`src/design/mips_pkg.sv`:
```
package mips_pkg;

  // primary opcodes, instr[31:26]
  typedef enum logic [5:0] {
    OP_SPECIAL = 6'b000000,
    OP_J       = 6'b000010,
    OP_JAL     = 6'b000011,
    OP_BEQ     = 6'b000100,
    OP_BNE     = 6'b000101,
    OP_ADDIU   = 6'b001001,
    OP_ANDI    = 6'b001100,
    OP_ORI     = 6'b001101,
    OP_LUI     = 6'b001111,
    OP_LW      = 6'b100011,
    OP_SW      = 6'b101011
  } opcode_t;

  // function codes under OP_SPECIAL, instr[5:0]
  typedef enum logic [5:0] {
    FN_SLL  = 6'b000000,
    FN_SRL  = 6'b000010,
    FN_JR   = 6'b001000,
    FN_ADDU = 6'b100001,
    FN_SUBU = 6'b100011,
    FN_AND  = 6'b100100,
    FN_OR   = 6'b100101,
    FN_XOR  = 6'b100110,
    FN_SLT  = 6'b101010
  } funct_t;

  // internal alu operations
  typedef enum logic [3:0] {
    ALU_ADD,
    ALU_SUB,
    ALU_AND,
    ALU_OR,
    ALU_XOR,
    ALU_SLT,
    ALU_SLL,
    ALU_SRL,
    ALU_LUI
  } alu_op_t;

  typedef enum logic {
    EXEC    = 1'b0,
    HALTED  = 1'b1
  } cpu_state_t;

  localparam logic [31:0] reset_vector = 32'hBFC00000;
  // fetching here stops the core
  localparam logic [31:0] halt_address = 32'h00000000;
  localparam logic [4:0] link_reg = 5'd31;
  localparam logic [4:0] v0_reg = 5'd2;

endpackage

```
`src/design/mips_alu.sv`:
```
`timescale 1ns/10ps

module mips_alu
  import mips_pkg::*;
(
  input  alu_op_t     alu_op,
  input  logic        alu_src,
  input  logic        zero_ext,
  input  logic [31:0] a,
  input  logic [31:0] b,
  input  logic [15:0] imm,
  input  logic [4:0]  shamt,
  output logic [31:0] result,
  output logic        equal
);

  logic [31:0] imm_ext;
  logic [31:0] op_b;

  // andi and ori take the zero extended form
  assign imm_ext = zero_ext ? {16'h0000, imm} : {{16{imm[15]}}, imm};

  // second operand is rt or the immediate
  assign op_b = alu_src ? imm_ext : b;

  always_comb begin
    case (alu_op)
      ALU_ADD: result = a + op_b;
      ALU_SUB: result = a - op_b;
      ALU_AND: result = a & op_b;
      ALU_OR:  result = a | op_b;
      ALU_XOR: result = a ^ op_b;
      ALU_SLT: begin
        // signed compare
        result = {31'b0, $signed(a) < $signed(op_b)};
      end
      // shifts act on rt by shamt
      ALU_SLL: result = op_b << shamt;
      ALU_SRL: result = op_b >> shamt;
      ALU_LUI: result = {imm, 16'h0000};
      default: result = '0;
    endcase
  end

  // branch compare uses the raw register values
  assign equal = (a == b);

endmodule

```
`src/design/mips_cpu_harvard.sv`:
```
`timescale 1ns/10ps

module mips_cpu_harvard
  import mips_pkg::*;
(
  input  logic        clk,
  input  logic        reset,
  output logic        active,
  output logic [31:0] register_v0,
  input  logic        clk_enable,
  output logic [31:0] instr_address,
  input  logic [31:0] instr_readdata,
  output logic [31:0] data_address,
  output logic        data_write,
  output logic        data_read,
  output logic [31:0] data_writedata,
  input  logic [31:0] data_readdata
);

  cpu_state_t  state;
  logic [31:0] pc;
  logic [31:0] next_pc;
  logic        advance;

  // instruction fields
  opcode_t     opcode;
  funct_t      funct;
  logic [4:0]  rs;
  logic [4:0]  rt;
  logic [4:0]  rd;

  // decoder levels
  alu_op_t     alu_op;
  logic        alu_src;
  logic        zero_ext;
  logic        reg_dst_rd;
  logic        reg_write;
  logic        mem_read;
  logic        mem_write;
  logic        mem_to_reg;
  logic        link;
  logic        branch_eq;
  logic        branch_ne;
  logic        jump_imm;
  logic        jump_reg;

  logic [31:0] rs_data;
  logic [31:0] rt_data;
  logic [31:0] alu_result;
  logic        equal;
  logic [4:0]  wb_addr;
  logic [31:0] wb_data;

  assign opcode = opcode_t'(instr_readdata[31:26]);
  assign funct  = funct_t'(instr_readdata[5:0]);
  assign rs     = instr_readdata[25:21];
  assign rt     = instr_readdata[20:16];
  assign rd     = instr_readdata[15:11];

  // an instruction retires only on this condition
  assign advance = clk_enable && (state == EXEC) && (pc != halt_address);

  always_ff @(posedge clk) begin
    if (reset) begin
      state <= EXEC;
      pc    <= reset_vector;
    end else if (clk_enable && state == EXEC) begin
      if (pc == halt_address) begin
        state <= HALTED;
      end else begin
        pc <= next_pc;
      end
    end
  end

  assign active = (state == EXEC);

  mips_decoder u_mips_decoder (
    .opcode     (opcode),
    .funct      (funct),
    .alu_op     (alu_op),
    .alu_src    (alu_src),
    .zero_ext   (zero_ext),
    .reg_dst_rd (reg_dst_rd),
    .reg_write  (reg_write),
    .mem_read   (mem_read),
    .mem_write  (mem_write),
    .mem_to_reg (mem_to_reg),
    .link       (link),
    .branch_eq  (branch_eq),
    .branch_ne  (branch_ne),
    .jump_imm   (jump_imm),
    .jump_reg   (jump_reg)
  );

  // jal links to r31, r-type writes rd, the rest write rt
  assign wb_addr = link ? link_reg : (reg_dst_rd ? rd : rt);

  // link value skips the delay slot
  assign wb_data = mem_to_reg ? data_readdata
                 : link ? pc + 32'd8
                 : alu_result;

  mips_regfile u_mips_regfile (
    .clk          (clk),
    .reset        (reset),
    .clk_enable   (clk_enable),
    .rs_addr      (rs),
    .rt_addr      (rt),
    .rd_addr      (wb_addr),
    .rd_data      (wb_data),
    .write_enable (reg_write && advance),
    .rs_data      (rs_data),
    .rt_data      (rt_data),
    .register_v0  (register_v0)
  );

  mips_alu u_mips_alu (
    .alu_op   (alu_op),
    .alu_src  (alu_src),
    .zero_ext (zero_ext),
    .a        (rs_data),
    .b        (rt_data),
    .imm      (instr_readdata[15:0]),
    .shamt    (instr_readdata[10:6]),
    .result   (alu_result),
    .equal    (equal)
  );

  mips_next_pc u_mips_next_pc (
    .clk       (clk),
    .reset     (reset),
    .advance   (advance),
    .pc        (pc),
    .rs_data   (rs_data),
    .equal     (equal),
    .imm       (instr_readdata[15:0]),
    .target    (instr_readdata[25:0]),
    .branch_eq (branch_eq),
    .branch_ne (branch_ne),
    .jump_imm  (jump_imm),
    .jump_reg  (jump_reg),
    .next_pc   (next_pc)
  );

  assign instr_address  = pc;
  assign data_address   = alu_result;
  assign data_writedata = rt_data;

  // strobes only while an instruction retires
  assign data_write = mem_write && advance;
  assign data_read  = mem_read && advance;

endmodule

```
`src/design/mips_decoder.sv`:
```
`timescale 1ns/10ps

module mips_decoder
  import mips_pkg::*;
(
  input  opcode_t opcode,
  input  funct_t  funct,
  output alu_op_t alu_op,
  output logic    alu_src,
  output logic    zero_ext,
  output logic    reg_dst_rd,
  output logic    reg_write,
  output logic    mem_read,
  output logic    mem_write,
  output logic    mem_to_reg,
  output logic    link,
  output logic    branch_eq,
  output logic    branch_ne,
  output logic    jump_imm,
  output logic    jump_reg
);

  always_comb begin
    // unknown encodings fall through as a nop
    alu_op     = ALU_ADD;
    alu_src    = 1'b0;
    zero_ext   = 1'b0;
    reg_dst_rd = 1'b0;
    reg_write  = 1'b0;
    mem_read   = 1'b0;
    mem_write  = 1'b0;
    mem_to_reg = 1'b0;
    link       = 1'b0;
    branch_eq  = 1'b0;
    branch_ne  = 1'b0;
    jump_imm   = 1'b0;
    jump_reg   = 1'b0;

    case (opcode)
      OP_SPECIAL: begin
        // r-type, result goes to rd
        reg_dst_rd = 1'b1;
        reg_write  = 1'b1;
        case (funct)
          FN_ADDU: alu_op = ALU_ADD;
          FN_SUBU: alu_op = ALU_SUB;
          FN_AND:  alu_op = ALU_AND;
          FN_OR:   alu_op = ALU_OR;
          FN_XOR:  alu_op = ALU_XOR;
          FN_SLT:  alu_op = ALU_SLT;
          FN_SLL:  alu_op = ALU_SLL;
          FN_SRL:  alu_op = ALU_SRL;
          FN_JR: begin
            reg_write = 1'b0;
            jump_reg  = 1'b1;
          end
          default: begin
            reg_dst_rd = 1'b0;
            reg_write  = 1'b0;
          end
        endcase
      end
      OP_J: jump_imm = 1'b1;
      OP_JAL: begin
        jump_imm  = 1'b1;
        link      = 1'b1;
        reg_write = 1'b1;
      end
      OP_BEQ: branch_eq = 1'b1;
      OP_BNE: branch_ne = 1'b1;
      OP_ADDIU: begin
        alu_src   = 1'b1;
        reg_write = 1'b1;
      end
      OP_ANDI: begin
        alu_op    = ALU_AND;
        alu_src   = 1'b1;
        zero_ext  = 1'b1;
        reg_write = 1'b1;
      end
      OP_ORI: begin
        alu_op    = ALU_OR;
        alu_src   = 1'b1;
        zero_ext  = 1'b1;
        reg_write = 1'b1;
      end
      OP_LUI: begin
        alu_op    = ALU_LUI;
        alu_src   = 1'b1;
        reg_write = 1'b1;
      end
      OP_LW: begin
        // address is base plus signed offset
        alu_src    = 1'b1;
        reg_write  = 1'b1;
        mem_read   = 1'b1;
        mem_to_reg = 1'b1;
      end
      OP_SW: begin
        alu_src   = 1'b1;
        mem_write = 1'b1;
      end
      default: ;
    endcase
  end

endmodule

```
`src/design/mips_next_pc.sv`:
```
`timescale 1ns/10ps

module mips_next_pc (
  input  logic        clk,
  input  logic        reset,
  input  logic        advance,
  input  logic [31:0] pc,
  input  logic [31:0] rs_data,
  input  logic        equal,
  input  logic [15:0] imm,
  input  logic [25:0] target,
  input  logic        branch_eq,
  input  logic        branch_ne,
  input  logic        jump_imm,
  input  logic        jump_reg,
  output logic [31:0] next_pc
);

  logic [31:0] pc_plus4;
  logic [31:0] branch_target;
  logic [31:0] jump_target;
  logic [31:0] chosen_target;
  logic        taken;

  // delay slot state
  logic        delay_flag;
  logic [31:0] delay_target;

  assign pc_plus4 = pc + 32'd4;

  // offset is relative to the delay slot address
  assign branch_target = pc_plus4 + {{14{imm[15]}}, imm, 2'b00};

  // region bits come from the delay slot address
  assign jump_target = {pc_plus4[31:28], target, 2'b00};

  assign taken = (branch_eq && equal)
               || (branch_ne && !equal)
               || jump_imm
               || jump_reg;

  always_comb begin
    if (jump_reg) begin
      chosen_target = rs_data;
    end else if (jump_imm) begin
      chosen_target = jump_target;
    end else begin
      chosen_target = branch_target;
    end
  end

  always_ff @(posedge clk) begin
    if (reset) begin
      delay_flag <= 1'b0;
    end else if (advance) begin
      delay_flag <= taken;
    end
  end

  // held for one instruction, the slot
  always_ff @(posedge clk) begin
    if (advance) begin
      delay_target <= chosen_target;
    end
  end

  assign next_pc = delay_flag ? delay_target : pc_plus4;

endmodule

```
`src/design/mips_regfile.sv`:
```
`timescale 1ns/10ps

module mips_regfile
  import mips_pkg::*;
(
  input  logic        clk,
  input  logic        reset,
  input  logic        clk_enable,
  input  logic [4:0]  rs_addr,
  input  logic [4:0]  rt_addr,
  input  logic [4:0]  rd_addr,
  input  logic [31:0] rd_data,
  input  logic        write_enable,
  output logic [31:0] rs_data,
  output logic [31:0] rt_data,
  output logic [31:0] register_v0
);

  logic [31:0] regs [32];

  always_ff @(posedge clk) begin
    if (reset) begin
      for (int i = 0; i < 32; i++) begin
        regs[i] <= '0;
      end
    end else if (clk_enable && write_enable && rd_addr != 5'd0) begin
      // r0 is never written so it reads back as zero
      regs[rd_addr] <= rd_data;
    end
  end

  // combinational read ports
  assign rs_data = regs[rs_addr];
  assign rt_data = regs[rt_addr];

  assign register_v0 = regs[v0_reg];

endmodule

```
`config.mk`:
```
export PLATFORM = sky130hd
export DESIGN_NAME = mips_cpu_harvard
export DESIGN_NICKNAME = d
export VERILOG_FILES = /design/src/design/mips_pkg.sv /design/src/design/mips_alu.sv /design/src/design/mips_cpu_harvard.sv /design/src/design/mips_decoder.sv /design/src/design/mips_next_pc.sv /design/src/design/mips_regfile.sv
export SDC_FILE = /design/constraint.sdc
export NUM_CORES = 2
export LEC_CHECK = 0
export BUFFER_PORTS_ARGS = -buffer_cell sky130_fd_sc_hd__buf_2
export CELL_PAD_IN_SITES_DETAIL_PLACEMENT = 1
export CELL_PAD_IN_SITES_GLOBAL_PLACEMENT = 1
export CORE_MARGIN = 4
export CORE_UTILIZATION = 30
export CTS_CLUSTER_SIZE = 10
export DETAILED_ROUTE_END_ITERATION = 10
export GPL_TIMING_DRIVEN = 0
export PLACE_DENSITY_LB_ADDON = 0.1
export SLEW_MARGIN = 15
export SYNTH_ARGS = -nofsm -noshare
export SYNTH_HDL_FRONTEND = slang
export SYNTH_HIERARCHICAL = 1
export SYNTH_SLANG_ARGS = --single-unit
```
`constraint.sdc`:
```
create_clock -name clk -period 5.4 [get_ports clk]
set_input_delay 0 -clock clk [delete_from_list [all_inputs] [get_ports clk]]
set_output_delay 0 -clock clk [all_outputs]
set_load 0.05 [all_outputs]
```
# Yosys cells after proc, flatten, opt, wreduce, memory -nomap -nowiden
# Memory sizes are Yosys's and may differ from the RTL's.
# Index checks and enable logic that the tools add are counted.
word_totals:
  reg_bits: 66
  ramBits: 1024
  output_inout_bits: 131
  mem_count: 1
op_classes:
  add_sub_neg: 5
  order_cmp: 1
  eq_ne: 27
  shift: 2
  mux: 34
  bitwise_logic: 5
  n_reduce_logical: 28
memory_table:
  columns: ["memory", "depth", "word_bits", "read_ports", "rd_ports_with_merged_regs", "wr", "line_no", "text"]
  rows:
  - ["u_mips_regfile.regs", 32, 32, 3, 0, 32, "mips_regfile.sv:19", "logic [31:0] regs [32];"]
op_table:
  columns: ["op", "n"]
  rows:
  - ["$pmux 32 s9", 1]
  - ["$mux 32", 8]
  - ["$add 32x32->32", 2]
  - ["$eq 6x6->1 const B", 8]
  - ["$add 32x3->32 const B", 1]
  - ["$add 32x4->32 const B", 1]
  - ["$and 32x32->32", 1]
  - ["$eq 32x32->1", 1]
  - ["$logic_not 32->1", 1]
  - ["$lt 32x32->1", 1]
  - ["$or 32x32->32", 1]
  - ["$reduce_bool 32->1", 1]
  - ["$reduce_or 32->1", 1]
  - ["$shl 32x5->32", 1]
  - ["$shr 32x5->32", 1]
  - ["$sub 32x32->32", 1]
  - ["$xor 32x32->32", 1]
  - ["$eq 6x4->1 const B", 5]
  - ["$pmux 3 s7", 1]
  - ["$mux 1", 19]
  - ["$eq 6x2->1 const B", 3]
  - ["$eq 4x3->1 const B", 4]
  - ["$pmux 4 s4", 1]
  - ["$mux 5", 3]
  - ["17 further kinds", 34]

# Longest topological paths before layout
depth:
  ltp_word: 13
  ltp_mapped: 31
  ltp_nobuf: 22

# Modules after synthesis
# The synthesis kept the hierarchy.
by_module_without_submodules:
  columns: ["module", "instances", "cells_per_inst", "area_per_inst_um2", "seq_area_each_um2"]
  rows:
  - ["mips_regfile", 1, 4604, 56106.3, 30749.5]
  - ["mips_alu", 1, 1397, 9476.6, 0.0]
  - ["mips_next_pc", 1, 493, 4365.4, 980.9]
  - ["mips_cpu_harvard", 1, 335, 2511.2, 660.6]
  - ["mips_decoder", 1, 60, 389.1, 0.0]

# Least setup slack after synthesis
# Ideal clock, no wire load.
synth_timing:
  path_type: "reg2reg"
  startpoint: "memory u_mips_regfile.regs[2][0]"
  endpoint: "memory u_mips_regfile.regs[10][12], data pin"
  setup_ns: 0.131
  t_arrival_ns: 6.439
  required_ns: 5.269
  setup_slack_ns: -1.171
  stages_incl_launch_ff: 22
  synth_period_minus_slack_ns: 6.571
  path_cell_list: "edfxtp_1 -> mux2i_1 -> a22o_1 -> nor3_1 -> a31oi_1 -> nand3_1 -> mux2i_1 -> inv_1 -> ha_1 -> fa_1 -> a21oi_1 -> o2111ai_1 -> a21oi_1 -> o21ai_0 -> nor2b_1 -> xnor2_1 -> o311ai_0 -> nor2_1 -> a211oi_1 -> a21o_1 -> clkbuf_1 -> and2_1"
synth_lines:
  columns: ["element", "line_no"]
  rows:
  - ["start: declaration", "mips_regfile.sv:19"]

==> flow_summary.ini <==
[run_status]
status = finished, violations left
failed_checks = negative setup slack

[grt]
grt_pass1_wl_mm = 523.8
grt_overflow = 0
grt_pass1_vias = 62350
grt_antenna_before_repair = 38
grt_max_degree = 33
track_usage = 0.2996

[synth]
ys_warn_count = 6
ys_seq_elements = 1090
synth-edff-count = 1056
netlist_instances = 6889
async_flop_share = 0
synth_ff_type = edfxtp_1
syn_area_mm2 = 0.07285
yosys.cell_types.count = 122
seq_area_frac_synth = 0.4446
syn_avg_cell_area_um2 = 10.57

[detailed_routing]
final_antenna_net_count = 0
dr.pass1.iters = 7
route.detailed.drc = 0
drt-vias-per-instance = 5.719
wl_per_cell_um = 36.16
drtIter0Drc = 5965
drt-total-wl_mm = 388.6
routed-via-count = 61470

[clock_tree]
cts_tree = built
cts-htree-levels = 4
root_buffer = clkbuf_16
clkTransAtPathRegs_ns = 0.06
cts_buffers = 141
cts.sinks = 1090
clk_latency_ns = 0.82
clock_path_buffers = 3

[placement]
place.gp.congestion = 0.9775
dpl.hpwl_mm = 303.6
port_buffers = 195

[setup_path]
start_kind = input pin
crit_path_end_kind = flip-flop
cp_max_fo = 10
crit_type = input pin to flip-flop
worst_ep_arrival_time_ns = 6.45
worst-endpoint-required_ns = 6.05

[layout]
register_area_mm2 = 0.03239
drive_above_1_share = 0.1983
finish.utilization = 0.3633
areaGrowthSynthToFinish_pct = 20.16
fin_nets = 7662
final_cell_mix = 1106 x mux2i_1, 1056 x edfxtp_1, 999 x and2_1, 391 x nand2_1, 348 x a21oi_1
final_common_cell = mux2i_1
fillerInstances = 26660
multi_input_comb_area_mm2 = 0.03981

[timing]
max_slew.worst_pin.slew_ns = 1.265
relSlewSlack = 0.1538
worst_slack_ns = -0.3966
finalCriticalPeriod_ns = 5.797
hold_viol = 0
fin_crit_sh = 1.073
finalClockSkew_ns = 0.05236
setup_tns_ns = -184.60
rsz0062_at_grt = yes
max_freq_mhz = 172.5
finalSetupViolCount = 986
slew_viol_final = 0

[floorplan]
fp.dieArea_mm2 = 0.2508
num_rows = 180
dieHeight_um = 500.8
die_x_um = 500.8
core-area_mm2 = 0.2410
boundaryPins = 198
initial_core_util = 0.3023

[worst_hold_path]
hp-class = input pin to flip-flop

[power_and_ir_drop]
ir_drop_v = 0.0003429
pwr_density_cell_mw_per_mm2 = 331.3
cellLeakagePower_nw = 35.03

[job]
drv_cap = 0
[power by group]
group | total [mW] | internal [mW] | switching (mW)
clock network | 8.91 | 5.08 | 3.83
registers | 9.80 | 9.59 | 0.210
logic | 10.3 | 3.05 | 7.25
[cells in the mapped netlist, types with 14 or more instances]
library cell / instances / area, um^2
a211o_1: 15 / 131.4
a211oi_1: 42 / 315.3
a21o_1: 37 / 277.8
a21oi_1: 366 / 1832
a221oi_1: 22 / 192.7
a22o_1: 131 / 1147
a22oi_1: 227 / 1704
a31oi_1: 85 / 531.8
and2_1: 1007 / 6300
and3_1: 15 / 93.84
buf_1: 41 / 153.9
buf_2: 102 / 510.5
buf_4: 77 / 578.1
buf_6: 39 / 439.2
clkbuf_1: 309 / 1160
clkbuf_2: 38 / 190.2
dfxtp_1: 34 / 680.7
edfxtp_1: 1056 / 31710
ha_1: 134 / 1677
inv_1: 117 / 439.2
mux2_2: 62 / 698.2
mux2i_1: 1127 / 11280
mux4_2: 29 / 653.1
nand2_1: 392 / 1471
nand2b_1: 35 / 219.0
nand3_1: 257 / 1286
nand4_1: 25 / 156.4
nor2_1: 224 / 840.8
nor2_4: 15 / 168.9
nor2b_1: 22 / 137.6
nor3_1: 123 / 615.6
nor4_1: 28 / 175.2
o211ai_1: 35 / 262.8
o21a_1: 23 / 172.7
o21ai_0: 142 / 710.7
o21bai_1: 19 / 142.6
o221ai_1: 14 / 122.6
o22ai_1: 29 / 181.4
o31ai_1: 17 / 127.6
or2_2: 38 / 237.7
xnor2_1: 56 / 490.5
xor2_1: 59 / 516.8
[critical path, cell delays in order]
cell	delay, ns
buf_4	0.27
nor2_1	0.11
clkbuf_4	0.36
clkbuf_2	0.53
a22oi_1	0.38
nand3_1	0.37
nand3_4	0.33
buf_4	0.23
buf_4	0.17
nand2_1	0.08
a21oi_1	0.33
mux2i_1	0.19
mux2i_2	0.54
mux2_2	0.35
a22oi_1	0.10
nand3_1	0.44
mux2i_1	0.28
o21ai_4	0.49
clkbuf_1	0.52
and2_1	0.26
[state kept, by name, indices dropped and copies added (netlist names)]
signal	count
u_mips_next_pc/delay_flag	1
u_mips_next_pc/delay_target	32
instr_address	32
u_mips_regfile/regs	1024
state	1
[metal layers]
metal,GRT usage,share of wire,vias up
met3,0.04150,0.058,660
met1,0.3933,0.43,31960
li1,-,-,26520
met4,0.1385,0.054,6
met2,0.4887,0.46,2315
met5,0,0.00010,-
[final cells by class]
cell class	instances	share of cell area
clock buffer	186	0.04344
clock inverter	50	0.004660
multi-input combinational	5098	0.4548
tap	3185	0.04552
buffer	600	0.04228
timing repair buffer	404	0.03356
antenna	11	0.0003145
inverter	123	0.005374
sequential	1090	0.3700
[repair_timing]
action                     4_1_cts  5_1_grt
hold endpoints to repair       174        1
setup endpoints to repair     1120     1066
hold buffers                    53        1
gates resized for setup        736       77
setup buffers                  140        4
pin swaps                      116       25
cloned                           4        0
[per-stage QoR]
stage	total power, mW	std cells	instance area [um^2]	worst slack, ns	hold WS (ns)
global route	29.88	10740	87510	-0.3815	-0.00001027
global placement	18.36	10300	78090	-4.829	0.3443
finish	29.00	10750	87540	-0.3966	0.05709
floorplan	14.37	6920	73130	0.002770	0.07214
detailed placement	18.47	10310	78260	-4.092	0.3395
CTS	28.86	10730	87310	-0.1311	0.007694
[logic make-up after synthesis]
logic type,count (synthesis),synth area share
AOI/OAI and AO/OA,1319,0.1236
xor gates and xnor gates,116,0.01405
adders and majority gates,137,0.02384
buffers and inverters,732,0.04826
DFF,1090,0.4446
muxes,1219,0.1736
other,1,0.00005148
and+or+nand+nor,2275,0.1720
[final timing paths]
| check | start | to | slack, ns | cells past startpoint |
|---|---|---|---|---|
| max reg2reg | u_mips_regfile/regs[2][9] | u_mips_regfile/regs[24][16] | -0.35 | 23 |
| min reg2reg | state | state | 0.51 | 2 |
| min | data_readdata[11] | u_mips_regfile/regs[5][11] | 0.06 | 3 |
| max | instr_readdata[16] | u_mips_regfile/regs[24][1] | -0.40 | 20 |
Note: power is estimated with default switching activity, not from simulation.
